--- src/logic/du_defs.svh ---
// Debug unit build constants
// Data width, breakpoint counts and debugger address split

`ifndef DU_DEFS_SVH
`define DU_DEFS_SVH

////////////////////////////////////////////////////////////////////////////
// Data path
////////////////////////////////////////////////////////////////////////////

// Width of GPRs, PCs and debug data words
`define DU_XLEN 32

////////////////////////////////////////////////////////////////////////////
// Breakpoints
////////////////////////////////////////////////////////////////////////////

// Comparators actually built
`define DU_BREAKPOINTS 3

// Slots reserved in the debug register map
`define DU_MAX_BREAKPOINTS 8

////////////////////////////////////////////////////////////////////////////
// Debugger addressing
////////////////////////////////////////////////////////////////////////////

// Bank in the upper bits, register offset below
`define DU_DBG_ADDR_W 16
`define DU_ADDR_W 12

`endif

--- src/logic/du_cpu_pkg.sv ---
// Core side types seen by the debug unit
// Instruction words, opcodes, exception vectors and pipeline status

`include "du_defs.svh"

package du_cpu_pkg;

  // Major opcode, instr[6:2]
  typedef enum logic [4:0] {
    OPC_LOAD   = 5'b00000,
    OPC_STORE  = 5'b01000,
    OPC_BRANCH = 5'b11000
  } opcode_t;

  // Bubble marks an empty pipeline slot
  typedef struct packed {
    logic        bubble;
    logic [31:0] instr;
  } instruction_t;

  typedef struct packed {
    logic        any;
    logic [30:0] detail;
  } exceptions_t;

  // Pipeline signals watched by the breakpoint matcher
  typedef struct packed {
    instruction_t         pd_insn;
    logic [`DU_XLEN-1:0]  pd_pc;
    logic                 bu_flush;
    logic                 st_flush;
    instruction_t         mem_insn;
    exceptions_t          mem_exceptions;
    logic [`DU_XLEN-1:0]  mem_adr;
    logic                 dmem_ack;
  } pipe_status_t;

endpackage

--- src/logic/du_regs_pkg.sv ---
// Debug register map
// Banks, register offsets and the structs held by the register file

`include "du_defs.svh"

package du_regs_pkg;

  typedef enum logic [`DU_DBG_ADDR_W-`DU_ADDR_W-1:0] {
    DBG_INTERNAL = 4'h0,
    DBG_GPRS     = 4'h1,
    DBG_CSRS     = 4'h2
  } bank_t;

  // Internal bank, breakpoint n at BPCTRL0 + 2*n
  localparam logic [`DU_ADDR_W-1:0] DBG_CTRL    = 12'h000;
  localparam logic [`DU_ADDR_W-1:0] DBG_HIT     = 12'h001;
  localparam logic [`DU_ADDR_W-1:0] DBG_IE      = 12'h002;
  localparam logic [`DU_ADDR_W-1:0] DBG_CAUSE   = 12'h003;
  localparam logic [`DU_ADDR_W-1:0] DBG_BPCTRL0 = 12'h010;
  localparam logic [`DU_ADDR_W-1:0] DBG_BPDATA0 = 12'h011;

  // GPR bank, register number in the low five bits
  localparam logic [`DU_ADDR_W-1:0] DBG_GPR = 12'b0000_000?_????;
  localparam logic [`DU_ADDR_W-1:0] DBG_NPC = 12'h200;
  localparam logic [`DU_ADDR_W-1:0] DBG_PPC = 12'h201;

  typedef enum logic [2:0] {
    CC_FETCH    = 3'h0,
    CC_LD_ADR   = 3'h1,
    CC_ST_ADR   = 3'h2,
    CC_LDST_ADR = 3'h3
  } bp_cc_t;

  typedef struct packed {
    logic branch_break_ena;
    logic instr_break_ena;
  } dbg_ctrl_t;

  typedef struct packed {
    bp_cc_t cc;
    logic   enabled;
    logic   implemented;
  } bp_ctrl_t;

  typedef struct packed {
    bp_ctrl_t            ctrl;
    logic [`DU_XLEN-1:0] data;
  } bp_t;

  typedef struct packed {
    logic [`DU_MAX_BREAKPOINTS-1:0] bp_hit;
    logic                           branch_break_hit;
    logic                           instr_break_hit;
  } dbg_hit_t;

  typedef struct packed {
    logic                  we;
    logic [`DU_ADDR_W-1:0] addr;
    logic [`DU_XLEN-1:0]   data;
  } du_wreq_t;

  // Register view handed to the matcher
  typedef struct packed {
    dbg_ctrl_t                  ctrl;
    bp_t [`DU_BREAKPOINTS-1:0]  bp;
  } match_cfg_t;

  // One-cycle hit pulses from the matcher
  typedef struct packed {
    logic                       instr;
    logic                       branch;
    logic [`DU_BREAKPOINTS-1:0] bp;
  } hit_evt_t;

endpackage

--- src/logic/du_port.sv ---
// Debugger port of the debug unit
// Bank decode, acknowledge timing, write strobes and read data select

`include "du_defs.svh"

module du_port import du_regs_pkg::*;
(
  input  logic                      clk_i,
  input  logic                      rst_ni,
  input  logic                      dbg_stall_i,
  input  logic                      dbg_strb_i,
  input  logic                      dbg_we_i,
  input  logic [`DU_DBG_ADDR_W-1:0] dbg_addr_i,
  input  logic [`DU_XLEN-1:0]       dbg_d_i,
  output logic [`DU_XLEN-1:0]       dbg_q_o,
  output logic                      dbg_ack_o,
  input  logic                      ex_stall_i,
  input  logic [`DU_XLEN-1:0]       int_q_i,
  input  logic [`DU_XLEN-1:0]       du_rf_q_i,
  input  logic [`DU_XLEN-1:0]       st_csr_q_i,
  input  logic [`DU_XLEN-1:0]       bu_nxt_pc_i,
  input  logic [`DU_XLEN-1:0]       ex_pc_i,
  output logic                      du_stall_o,
  output logic                      du_latch_nxt_pc_o,
  output logic                      du_flush_o,
  output logic                      du_we_rf_o,
  output logic                      du_we_pc_o,
  output logic                      du_we_csr_o,
  output logic [`DU_ADDR_W-1:0]     du_addr_o,
  output logic [`DU_XLEN-1:0]       du_d_o,
  output du_wreq_t                  wreq_o
);

  logic                  strb_dly_q;
  logic                  stall_dly_q;
  logic [`DU_ADDR_W-1:0] offs;
  logic                  sel_int;
  logic                  sel_gprs;
  logic                  sel_csrs;
  logic                  access;
  logic                  first_we;
  logic [2:0]            ack_q;
  logic                  we_int_q;

  ////////////////////////////////////////////////////////////////////////////
  // Decode and access
  ////////////////////////////////////////////////////////////////////////////

  assign offs     = dbg_addr_i[`DU_ADDR_W-1:0];
  assign sel_int  = dbg_addr_i[`DU_DBG_ADDR_W-1:`DU_ADDR_W] == DBG_INTERNAL;
  assign sel_gprs = dbg_addr_i[`DU_DBG_ADDR_W-1:`DU_ADDR_W] == DBG_GPRS;
  assign sel_csrs = dbg_addr_i[`DU_DBG_ADDR_W-1:`DU_ADDR_W] == DBG_CSRS;

  // Core registers only reachable while stalled
  assign access   = dbg_strb_i & (dbg_stall_i | sel_int);
  assign first_we = access & ~strb_dly_q & dbg_we_i;

  // Ack after three unstalled cycles, cleared right after the pulse
  always_ff @(posedge clk_i or negedge rst_ni)
    if (!rst_ni)
      ack_q <= 3'b000;
    else if (!ex_stall_i || dbg_ack_o)
      ack_q <= {3{access & ~dbg_ack_o}} & {1'b1, ack_q[2:1]};

  assign dbg_ack_o = ack_q[0];

  ////////////////////////////////////////////////////////////////////////////
  // Write strobes and payload
  ////////////////////////////////////////////////////////////////////////////

  always_ff @(posedge clk_i or negedge rst_ni)
    if (!rst_ni)
    begin
      strb_dly_q  <= 1'b0;
      stall_dly_q <= 1'b0;
      we_int_q    <= 1'b0;
      du_we_rf_o  <= 1'b0;
      du_we_pc_o  <= 1'b0;
      du_we_csr_o <= 1'b0;
    end
    else
    begin
      strb_dly_q  <= dbg_strb_i;
      stall_dly_q <= dbg_stall_i;
      we_int_q    <= first_we & sel_int;
      du_we_rf_o  <= first_we & sel_gprs & (offs ==? DBG_GPR);
      du_we_pc_o  <= first_we & sel_gprs & (offs == DBG_NPC);
      du_we_csr_o <= first_we & sel_csrs;
    end

  always_ff @(posedge clk_i)
  begin
    du_addr_o <= offs;
    du_d_o    <= dbg_d_i;
  end

  assign wreq_o = '{we: we_int_q, addr: du_addr_o, data: du_d_o};

  // Read data, internal word decoded from the registered offset
  always_ff @(posedge clk_i)
    casez (dbg_addr_i)
      {DBG_INTERNAL, 12'b????_????_????}: dbg_q_o <= int_q_i;
      {DBG_GPRS, DBG_GPR}:                dbg_q_o <= du_rf_q_i;
      {DBG_GPRS, DBG_NPC}:                dbg_q_o <= bu_nxt_pc_i;
      {DBG_GPRS, DBG_PPC}:                dbg_q_o <= ex_pc_i;
      {DBG_CSRS, 12'b????_????_????}:     dbg_q_o <= st_csr_q_i;
      default:                            dbg_q_o <= '0;
    endcase

  ////////////////////////////////////////////////////////////////////////////
  // Stall edges
  ////////////////////////////////////////////////////////////////////////////

  assign du_stall_o        = dbg_stall_i;
  // Capture next PC on entry, refetch on exit
  assign du_latch_nxt_pc_o = dbg_stall_i & ~stall_dly_q;
  assign du_flush_o        = ~dbg_stall_i & stall_dly_q;

  ack_single_pulse: assert property (@(posedge clk_i) disable iff (!rst_ni)
    dbg_ack_o |=> !dbg_ack_o);

endmodule

--- src/logic/du_regfile.sv ---
// Debug unit register file
// Control, sticky hits, interrupt enables, cause and breakpoint registers

`include "du_defs.svh"

module du_regfile import du_regs_pkg::*;
(
  input  logic                clk_i,
  input  logic                rst_ni,
  input  du_wreq_t            wreq_i,
  input  hit_evt_t            hit_i,
  input  logic [31:0]         du_exceptions_i,
  output logic [`DU_XLEN-1:0] int_q_o,
  output match_cfg_t          cfg_o,
  output dbg_hit_t            hits_o,
  output logic [31:0]         du_ie_o
);

  localparam int SLOT_W = $clog2(`DU_MAX_BREAKPOINTS);

  dbg_ctrl_t                  ctrl_q;
  logic [31:0]                ie_q;
  logic [`DU_XLEN-1:0]        cause_q;
  logic                       instr_hit_q;
  logic                       branch_hit_q;
  logic [`DU_BREAKPOINTS-1:0] bp_hit_q;
  bp_cc_t                     bp_cc_q   [`DU_BREAKPOINTS];
  logic [`DU_BREAKPOINTS-1:0] bp_ena_q;
  logic [`DU_XLEN-1:0]        bp_data_q [`DU_BREAKPOINTS];
  bp_t [`DU_MAX_BREAKPOINTS-1:0] bp_view;
  logic [`DU_ADDR_W-1:0]      bp_offs;
  logic                       bp_sel;
  logic [SLOT_W-1:0]          bp_slot;

  // Lowest set bit wins
  function automatic logic [3:0] lowest_set(input logic [15:0] v);
    logic [3:0] idx;
    idx = 4'd0;
    for (int i = 15; i >= 0; i--)
      if (v[i])
        idx = i[3:0];
    return idx;
  endfunction

  assign bp_offs = wreq_i.addr - DBG_BPCTRL0;
  assign bp_sel  = bp_offs < 2 * `DU_MAX_BREAKPOINTS;
  assign bp_slot = bp_offs[SLOT_W:1];

  ////////////////////////////////////////////////////////////////////////////
  // Control, enables and cause
  ////////////////////////////////////////////////////////////////////////////

  always_ff @(posedge clk_i or negedge rst_ni)
    if (!rst_ni)
    begin
      ctrl_q <= '0;
      ie_q   <= '0;
    end
    else if (wreq_i.we)
    begin
      if (wreq_i.addr == DBG_CTRL)
        ctrl_q <= wreq_i.data[1:0];
      if (wreq_i.addr == DBG_IE)
        ie_q <= wreq_i.data[31:0];
    end

  // Debugger write, then traps, then interrupts
  always_ff @(posedge clk_i or negedge rst_ni)
    if (!rst_ni)
      cause_q <= '0;
    else if (wreq_i.we && wreq_i.addr == DBG_CAUSE)
      cause_q <= wreq_i.data;
    else if (|du_exceptions_i[15:0])
      cause_q <= {{(`DU_XLEN-4){1'b0}}, lowest_set(du_exceptions_i[15:0])};
    else if (|du_exceptions_i[31:16])
      cause_q <= {1'b1, {(`DU_XLEN-5){1'b0}}, lowest_set(du_exceptions_i[31:16])};

  // Sticky until the debugger rewrites DBG_HIT
  always_ff @(posedge clk_i or negedge rst_ni)
    if (!rst_ni)
    begin
      instr_hit_q  <= 1'b0;
      branch_hit_q <= 1'b0;
      bp_hit_q     <= '0;
    end
    else if (wreq_i.we && wreq_i.addr == DBG_HIT)
    begin
      instr_hit_q  <= wreq_i.data[0];
      branch_hit_q <= wreq_i.data[1];
      bp_hit_q     <= wreq_i.data[8 +: `DU_BREAKPOINTS];
    end
    else
    begin
      instr_hit_q  <= instr_hit_q | hit_i.instr;
      branch_hit_q <= branch_hit_q | hit_i.branch;
      bp_hit_q     <= bp_hit_q | hit_i.bp;
    end

  ////////////////////////////////////////////////////////////////////////////
  // Breakpoint slots
  ////////////////////////////////////////////////////////////////////////////

  for (genvar n = 0; n < `DU_MAX_BREAKPOINTS; n++)
  begin : gen_bp
    if (n < `DU_BREAKPOINTS)
    begin : gen_impl
      always_ff @(posedge clk_i or negedge rst_ni)
        if (!rst_ni)
        begin
          bp_cc_q[n]   <= CC_FETCH;
          bp_ena_q[n]  <= 1'b0;
          bp_data_q[n] <= '0;
        end
        else if (wreq_i.we && wreq_i.addr == DBG_BPCTRL0 + 2 * n)
        begin
          bp_cc_q[n]  <= bp_cc_t'(wreq_i.data[6:4]);
          bp_ena_q[n] <= wreq_i.data[1];
        end
        else if (wreq_i.we && wreq_i.addr == DBG_BPDATA0 + 2 * n)
          bp_data_q[n] <= wreq_i.data;

      assign bp_view[n] = '{ctrl: '{cc: bp_cc_q[n], enabled: bp_ena_q[n], implemented: 1'b1},
                            data: bp_data_q[n]};
    end
    else
    begin : gen_empty
      assign bp_view[n] = '0;
    end
  end

  ////////////////////////////////////////////////////////////////////////////
  // Outputs and readback
  ////////////////////////////////////////////////////////////////////////////

  assign cfg_o.ctrl = ctrl_q;
  assign cfg_o.bp   = bp_view[`DU_BREAKPOINTS-1:0];
  assign du_ie_o    = ie_q;

  assign hits_o.bp_hit           = {{(`DU_MAX_BREAKPOINTS-`DU_BREAKPOINTS){1'b0}}, bp_hit_q};
  assign hits_o.branch_break_hit = branch_hit_q;
  assign hits_o.instr_break_hit  = instr_hit_q;

  always_comb
  begin
    int_q_o = '0;
    if (bp_sel && bp_offs[0])
      int_q_o = bp_view[bp_slot].data;
    else if (bp_sel)
      int_q_o[6:0] = {bp_view[bp_slot].ctrl.cc, 2'b00, bp_view[bp_slot].ctrl.enabled,
                      bp_view[bp_slot].ctrl.implemented};
    else
      case (wreq_i.addr)
        DBG_CTRL:  int_q_o[1:0] = ctrl_q;
        DBG_HIT:   int_q_o[15:0] = {hits_o.bp_hit, 6'h00, branch_hit_q, instr_hit_q};
        DBG_IE:    int_q_o[31:0] = ie_q;
        DBG_CAUSE: int_q_o = cause_q;
        default:   int_q_o = '0;
      endcase
  end

  // Writes into unbuilt slots leave the built comparators alone
  unimpl_bp_write_ignored: assert property (@(posedge clk_i) disable iff (!rst_ni)
    (wreq_i.we && bp_sel && bp_slot >= `DU_BREAKPOINTS) |=> $stable(cfg_o.bp));

endmodule

--- src/logic/du_bp_match.sv ---
// Breakpoint matcher
// Single-step, branch and address breakpoint hits from pipeline status

`include "du_defs.svh"

module du_bp_match import du_cpu_pkg::*, du_regs_pkg::*;
(
  input  match_cfg_t   cfg_i,
  input  pipe_status_t pipe_i,
  output hit_evt_t     hit_o
);

  logic                       pd_valid;
  logic                       mem_ok;
  logic                       mem_read;
  logic                       mem_write;
  logic                       adr_match;
  logic [`DU_BREAKPOINTS-1:0] bp_hit;

  ////////////////////////////////////////////////////////////////////////////
  // Instruction events
  ////////////////////////////////////////////////////////////////////////////

  assign pd_valid = ~pipe_i.pd_insn.bubble;

  assign hit_o.instr  = cfg_i.ctrl.instr_break_ena & pd_valid;
  assign hit_o.branch = cfg_i.ctrl.branch_break_ena & pd_valid &
                        (pipe_i.pd_insn.instr[6:2] == OPC_BRANCH);

  ////////////////////////////////////////////////////////////////////////////
  // Breakpoint compare
  ////////////////////////////////////////////////////////////////////////////

  // Only completed accesses without exception count
  assign mem_ok    = ~pipe_i.mem_exceptions.any & ~pipe_i.mem_insn.bubble & pipe_i.dmem_ack;
  assign mem_read  = mem_ok & (pipe_i.mem_insn.instr[6:2] == OPC_LOAD);
  assign mem_write = mem_ok & (pipe_i.mem_insn.instr[6:2] == OPC_STORE);

  always_comb
  begin
    bp_hit    = '0;
    adr_match = 1'b0;
    for (int n = 0; n < `DU_BREAKPOINTS; n++)
    begin
      adr_match = pipe_i.mem_adr == cfg_i.bp[n].data;
      if (cfg_i.bp[n].ctrl.enabled)
        case (cfg_i.bp[n].ctrl.cc)
          CC_FETCH:
            bp_hit[n] = (pipe_i.pd_pc == cfg_i.bp[n].data) &
                        ~pipe_i.bu_flush & ~pipe_i.st_flush;
          CC_LD_ADR:   bp_hit[n] = adr_match & mem_read;
          CC_ST_ADR:   bp_hit[n] = adr_match & mem_write;
          CC_LDST_ADR: bp_hit[n] = adr_match & (mem_read | mem_write);
          default:     bp_hit[n] = 1'b0;
        endcase
    end
  end

  assign hit_o.bp = bp_hit;

endmodule

--- src/logic/riscv_du.sv ---
// Debug unit top level
// Connects debugger port, register file and breakpoint matcher

`include "du_defs.svh"

module riscv_du import du_cpu_pkg::*, du_regs_pkg::*;
(
  input  logic                      rst_ni,
  input  logic                      clk_i,
  input  logic                      dbg_stall_i,
  input  logic                      dbg_strb_i,
  input  logic                      dbg_we_i,
  input  logic [`DU_DBG_ADDR_W-1:0] dbg_addr_i,
  input  logic [`DU_XLEN-1:0]       dbg_d_i,
  output logic [`DU_XLEN-1:0]       dbg_q_o,
  output logic                      dbg_ack_o,
  output logic                      dbg_bp_o,
  input  logic                      ex_stall_i,
  input  logic [`DU_XLEN-1:0]       du_rf_q_i,
  input  logic [`DU_XLEN-1:0]       st_csr_q_i,
  input  logic [`DU_XLEN-1:0]       bu_nxt_pc_i,
  input  logic [`DU_XLEN-1:0]       ex_pc_i,
  output logic                      du_stall_o,
  output logic                      du_latch_nxt_pc_o,
  output logic                      du_flush_o,
  output logic                      du_we_rf_o,
  output logic                      du_we_pc_o,
  output logic                      du_we_csr_o,
  output logic [`DU_ADDR_W-1:0]     du_addr_o,
  output logic [`DU_XLEN-1:0]       du_d_o,
  output logic [31:0]               du_ie_o,
  input  pipe_status_t              pipe_i,
  input  logic [31:0]               du_exceptions_i
);

  du_wreq_t            wreq;
  logic [`DU_XLEN-1:0] int_q;
  match_cfg_t          cfg;
  hit_evt_t            hit_evt;
  dbg_hit_t            hits;

  du_port u_port (
    .clk_i, .rst_ni, .dbg_stall_i, .dbg_strb_i, .dbg_we_i, .dbg_addr_i, .dbg_d_i,
    .dbg_q_o, .dbg_ack_o, .ex_stall_i, .int_q_i(int_q), .du_rf_q_i, .st_csr_q_i,
    .bu_nxt_pc_i, .ex_pc_i, .du_stall_o, .du_latch_nxt_pc_o, .du_flush_o,
    .du_we_rf_o, .du_we_pc_o, .du_we_csr_o, .du_addr_o, .du_d_o, .wreq_o(wreq)
  );

  du_regfile u_regfile (
    .clk_i, .rst_ni, .wreq_i(wreq), .hit_i(hit_evt), .du_exceptions_i,
    .int_q_o(int_q), .cfg_o(cfg), .hits_o(hits), .du_ie_o
  );

  du_bp_match u_bp_match (.cfg_i(cfg), .pipe_i, .hit_o(hit_evt));

  // Break request, held off while the core is stalled or flushing
  always_ff @(posedge clk_i or negedge rst_ni)
    if (!rst_ni)
      dbg_bp_o <= 1'b0;
    else
      dbg_bp_o <= ~ex_stall_i & ~du_stall_o & ~du_flush_o & ~pipe_i.st_flush &
                  ((|du_exceptions_i) | (|hits));

endmodule

--- config.mk ---
export PLATFORM = sky130hd
export DESIGN_NAME = riscv_du
export DESIGN_NICKNAME = d
export VERILOG_FILES = /design/src/logic/du_cpu_pkg.sv /design/src/logic/du_regs_pkg.sv /design/src/logic/du_port.sv /design/src/logic/du_regfile.sv /design/src/logic/du_bp_match.sv /design/src/logic/riscv_du.sv
export VERILOG_INCLUDE_DIRS = /design/src /design/src/logic
export SDC_FILE = /design/constraint.sdc
export NUM_CORES = 1
export LEC_CHECK = 0
export BUFFER_PORTS_ARGS = -buffer_cell sky130_fd_sc_hd__buf_2
export CORE_MARGIN = 2
export CORE_UTILIZATION = 30
export CTS_CLUSTER_SIZE = 25
export DETAILED_ROUTE_END_ITERATION = 12
export PLACE_DENSITY = 0.54
export SYNTH_ARGS = -nofsm -noshare
export SYNTH_HDL_FRONTEND = slang
export SYNTH_SLANG_ARGS = --single-unit
--- constraint.sdc ---
create_clock -name clk_i -period 2.95 [get_ports clk_i]
set_input_delay 0.7375 -clock clk_i [delete_from_list [all_inputs] [get_ports clk_i]]
set_output_delay 0.7375 -clock clk_i [all_outputs]
set_load 0.02 [all_outputs]
---- Word level (Yosys, flattened, before mapping) ----
Index checks and enable logic that the tools add are counted.
word-level totals
  bits in registers ....................... 265
  input bits .............................. 379
  output and inout port bits .............. 116
  logic and storage cells ................. 201
cells by class
  add/sub/neg operators ................... 1
  order comparisons ....................... 2
  equality and inequality tests ........... 32
  mux-type cells .......................... 53
  bitwise operators ....................... 58
  reductions and logical operators ........ 28
operators with widths
  cell                                                                      count
  32-bit equality test                                                      6
  32-bit case mux with 5 select lines                                       1
  32-bit 2-to-1 mux                                                         4
  4-bit 2-to-1 mux                                                          32
  37-bit binary-select mux with 3-bit select                                1
  12-bit by 5-bit equality test with 1-bit output (second input constant)   6
  14-bit case mux with 3 select lines                                       1
  1-bit AND                                                                 37
  37-bit 2-to-1 mux                                                         1
  16-bit by 13-bit equality test with 1-bit output (second input constant)  2
  16-bit case mux with 2 select lines                                       1
  16-bit OR reduction                                                       2
  32-bit OR reduction                                                       1
  25-bit 2-to-1 mux                                                         1
  12-bit by 2-bit equality test with 1-bit output (second input constant)   2
  3-bit by 2-bit equality test with 1-bit output (second input constant)    6
  1-bit NOT                                                                 14
  12-bit by 1-bit equality test with 1-bit output (second input constant)   1
  12-bit by 10-bit equality test with 1-bit output (second input constant)  1
  12-bit zero test                                                          1
  12-bit by 5-bit < comparator with 1-bit output (second input constant)    1
  1-bit case mux with 4 select lines                                        3
  12-bit by 5-bit subtractor with 12-bit output (second input constant)     1
  11-bit by 8-bit equality test with 1-bit output (second input constant)   1
  23 further kinds                                                          47

---- Depth between registers and ports, before layout ----
  word-level depth ........................ 19
  gate-level depth with buffers ........... 9
  depth with buffers taken out ............ 7

---- By module ----
From an unflattened synthesis, not the netlist that was laid out.
second synthesis, totals
  cells, all modules ...................... 1425
  area, all modules ....................... 14734.1 µm²
by module, submodules not included
  module       instances  cells each  area each (µm²)  seq. area each (µm²)
  du_regfile   1          784         8848.5           4479.3
  du_port      1          336         3494.6           1746.7
  du_bp_match  1          287         2265.9           0.0
  riscv_du     1          18          125.1            25.0

---- Worst setup path after synthesis ----
Ideal clock, no wire load.
  path kind ............................... in2reg
  start point ............................. input port du_exceptions_i[24]
  end point ............................... register u_regfile.cause_q[12]
  arrival time ............................ 2.142 ns
  slack ................................... 0.725 ns
  stages on the path ...................... 8
  path buffers ............................ 2
  cell sequence ........................... or4_1 > nand2b_4 > nor2_2 > and2_1 > buf_2 > buf_4 > nand2_1 > o21ai_0
on the way
  longest elaborated chain between the ends .. 2
ends and longest elaborated chain
  what                                 line              source
  start, declared                      riscv_du.sv:33    input logic [31:0] du_exceptions_i
  16-bit OR reduction                  du_regfile.sv:75  else if (|du_exceptions_i[31:16])
  3-bit nonzero test (no source line)  n/a
  end signal, assigned                 du_regfile.sv:72  cause_q <= wreq_i.data;
  end signal, assigned                 du_regfile.sv:74  cause_q <= {{(`DU_XLEN-4){1'b0}}, lowest_set(du_exceptions_i[15:0])};
  end signal, assigned                 du_regfile.sv:76  cause_q <= {1'b1, {(`DU_XLEN-5){1'b0}}, lowest_set(du_exceptions_i[31:16])};
  end, declared                        du_regfile.sv:23  logic [`DU_XLEN-1:0] cause_q;
No other way between the ends.
A chain may end at the register's enable or synchronous reset.

---- Worst setup path after layout ----
  start point ............................. register u_port.du_addr_o[8]
  end point ............................... register u_regfile.cause_q[7]
on the way
  longest elaborated chain between the ends .. 3
  elaborated cells between the ends (all ways) .. 4
ends and longest elaborated chain
  what                                                                      line              source
  start, declared                                                           du_port.sv:29     output logic [`DU_ADDR_W-1:0] du_addr_o,
  start signal, assigned                                                    du_port.sv:93     du_addr_o <= offs;
  12-bit by 2-bit equality test with 1-bit output (*)                       du_regfile.sv:71  else if (wreq_i.we && wreq_i.addr == DBG_CAUSE)
  1-bit logical AND (*)                                                     du_regfile.sv:71
  3-bit nonzero test (no source line) or 32-bit 2-to-1 mux (tied branches)  n/a
Every way passes the cells marked *; elsewhere a longest branch is shown, timed or not.

==> run summary <==
Switching portion of total power = 25.5%
Post-synth top area share = 34.7%
Root Driver = clkbuf_16
Count leader, synth = dfrtp_1
Vias = 12000
Mean number of vias per cell = 5.22
Internal = 6.45 mW
CTS tree = yes
Antenna Nets Post-Route = 0
Post-synth EDFFs = 0
# resized after CTS = 0
Reg2Reg Setup Slack = 480 ps
Yosys reg bits = 265
Setup crit start kind = flip-flop
I/O pin count = 495
Combinational power share = 9.6%
Clock sinks = 265
Final GP Congestion = 0.957
Initial antenna violation count = 6
WL per Instance = 25.7 microns
Remaining global-route overflow = 0
Most area-hungry cell type in the Yosys netlist = dfrtp_1
Worst VDD drop = 0.442 mV
Slew headroom = 56.5%
Final worst slack = 478 ps
DR pass1 iterations = 8
Core area = 45100 sq um
RR Startpoint = u_port.du_addr_o[8]
Total clock buffers created by CTS = 31
Total negative slack = 0 ps
Clock power frac = 47.1%
RSZ-0062 raised after global routing = false
Worst-Skew Late Latency = 590 ps
R2R Path End = u_regfile.cause_q[7]
Final Slew Violations = 0
Req. time, crit path = 3370 ps
Post-Synthesis Cells = 1252
Clk buf depth = 3
GRT Util Overall = 24.7%
Max-cap viol count = 0
Cell Area, Synth = 13600 sq um
Final non-filler cell total = 2302
Crit-path max FO = 52
Die Ht = 217 microns
Reg2Reg Depth = 7
Initial DRC Count = 996
Count of final hold-check violations = 0
Min cycle time layout = 2470 ps
Buffers added on ports = 409
Critical path class = reg2reg
DRC viols = 0
Hold WC Path Type = in2async
Final Setup Violations = 0
Hold_ws = 148 ps
F_max = 0.404 GHz
Detailed Place HPWL = 47500 microns
Vias in the first global route = 12300
Synth Warn # = 0
Mean Syn Cell Area = 10.9 sq um
Post-CTS setup buffer count = 0
Register area share after synthesis = 45.8%
Nets = 2055
Net Sw Power = 2.20 mW
Die X = 217 microns
Async SR Flop Fraction = 71.3%
Critical path arrival = 2890 ps
Initial Util = 30.2%
Clk slew on worst S/H paths = 60 ps
Synth cell count leaders = dfrtp_1, xnor2_1, mux2_2
Total Wirelength = 59100 microns
Hold_buf cts = 0
Placed Cells = 2243
Top FF cell, synth = dfrtp_1
Register share of total power = 43.3%
Final Cycle Share = 83.8%
Static Leak = 8.06 nW
First-pass GRT wire length = 84600 microns
Worst slew pin tran = 646 ps
CP endpoint kind = flip-flop
Synth area leaders = dfrtp_1, mux2_2, dfxtp_1, xnor2_1, mux2i_1
Final Util = 39.2%
Number of library cell types mapped by synthesis = 65
Largest net degree at the start of global routing = 57
Post-Syn Nets = 1631
Share of cells above drive strength 1 = 39.5%
Final Skew = 24.8 ps
Status = completed
Die area = 47200 sq um
Pwr Density = 489 nW/um^2
Pre-CTS WS = 166 ps
# fillers = 4550
Site Rows = 78
Htree depth = 1
Area Overhead vs Synth = 29.7%
## power by group through the flow
stage / Sequential (mW) / Clock, mW / Combinational [mW]
after floorplan: 3.82 / 0 / 0.260
after global placement: 3.82 / 0 / 0.822
after detailed placement: 3.82 / 0 / 0.827
after CTS: 3.75 / 4.17 / 0.831
after global routing: 3.75 / 4.32 / 0.889
final: 3.75 / 4.07 / 0.830
## worst max path at each step
stage                                   start                     to  slack, ps  cells after the start
after floorplan           du_exceptions_i[24]  u_regfile.cause_q[12]        730                      8
after global placement             pipe_i[68]  u_regfile.bp_hit_q[2]        200                      9
after detailed placement           pipe_i[68]  u_regfile.bp_hit_q[2]        170                      9
after CTS                 u_port.du_addr_o[8]   u_regfile.cause_q[5]        500                      7
after global routing      u_port.du_addr_o[8]   u_regfile.cause_q[7]        360                      7
final                     u_port.du_addr_o[8]   u_regfile.cause_q[7]        480                      7
## metal layers
layer	GRT usage, %	part of all wire (%)
met1	32.3	43
met2	41.0	47
met3	4.32	6.2
met4	8.86	3.8
met5	0.104	0.051
## area by class of cell
type / count / area, sq um / share of cell area (%)
Multi-Input combinational cell: 906 / 7020 / 39.7
Sequential cell: 265 / 6260 / 35.4
Timing Repair Buffer: 457 / 2530 / 14.3
Clock buffer: 39 / 836 / 4.73
Tap cell: 600 / 751 / 4.24
Clock inverter: 18 / 231 / 1.31
Inverter: 15 / 56.3 / 0.318
Antenna cell: 2 / 5.00 / 0.0283
## sequential cells by signal, indices dropped and copies added, names as in the netlist, 3 cells and up
| register | count |
|---|---|
| u_regfile.bp_hit_q | 3 |
| u_port.dbg_q_o | 32 |
| u_regfile.cfg_o | 110 |
| u_port.du_d_o | 32 |
| u_regfile.du_ie_o | 32 |
| u_regfile.cause_q | 32 |
| u_port.du_addr_o | 12 |
| u_port.ack_q | 3 |
## logic make-up after synthesis
kind of cell              count (synthesis)  share of synthesized area, %
and+or+nand+nor                         282                          10.6
xor gates and xnor gates                192                          12.3
muxes                                   205                          16.6
DFF                                     265                          45.8
buffers and inverters                    81                          2.75
AOI/OAI and AO/OA                       227                          11.9
## worst max-delay path, cell delays in order (launching register included)
cell,delay [ps]
dfxtp_1,330
nor4_2,400
nand2_2,260
nor3_4,270
buf_12,210
and2_2,170
buf_4,440
o21ai_0,190
## metrics by stage
stage / cell area (sq um) / power [mW]
floorplan: 13600 / 4.08
global placement: 16600 / 4.64
detailed placement: 16600 / 4.65
CTS: 17700 / 8.75
global route: 17700 / 8.96
finish: 17700 / 8.65
## cells in the final DEF, fill, tap and decap left out, types with 6 or more instances in the layout
| cell type | Yosys | routed |
|---|---|---|
| mux2i_1 | 59 | 59 |
| clkbuf_16 | 0 | 31 |
| nor3_1 | 18 | 18 |
| xnor2_1 | 154 | 154 |
| nor2_2 | 5 | 6 |
| a21oi_1 | 22 | 22 |
| a221oi_1 | 22 | 22 |
| buf_12 | 0 | 9 |
| a222oi_1 | 26 | 26 |
| nor2_1 | 44 | 43 |
| o22ai_1 | 31 | 31 |
| o21ai_0 | 47 | 47 |
| dfrtp_1 | 189 | 189 |
| nand4_1 | 39 | 39 |
| o21ai_1 | 7 | 7 |
| a22o_1 | 25 | 25 |
| dfxtp_1 | 76 | 74 |
| nand3_1 | 11 | 11 |
| clkinv_2 | 0 | 7 |
| buf_2 | 17 | 408 |
| inv_1 | 15 | 15 |
| o211ai_1 | 13 | 13 |
| xor2_1 | 38 | 38 |
| nor4_1 | 32 | 32 |
| buf_4 | 13 | 39 |
| nand2_1 | 100 | 100 |
| mux2_2 | 137 | 137 |
Note: power is estimated with default switching activity, not from simulation.
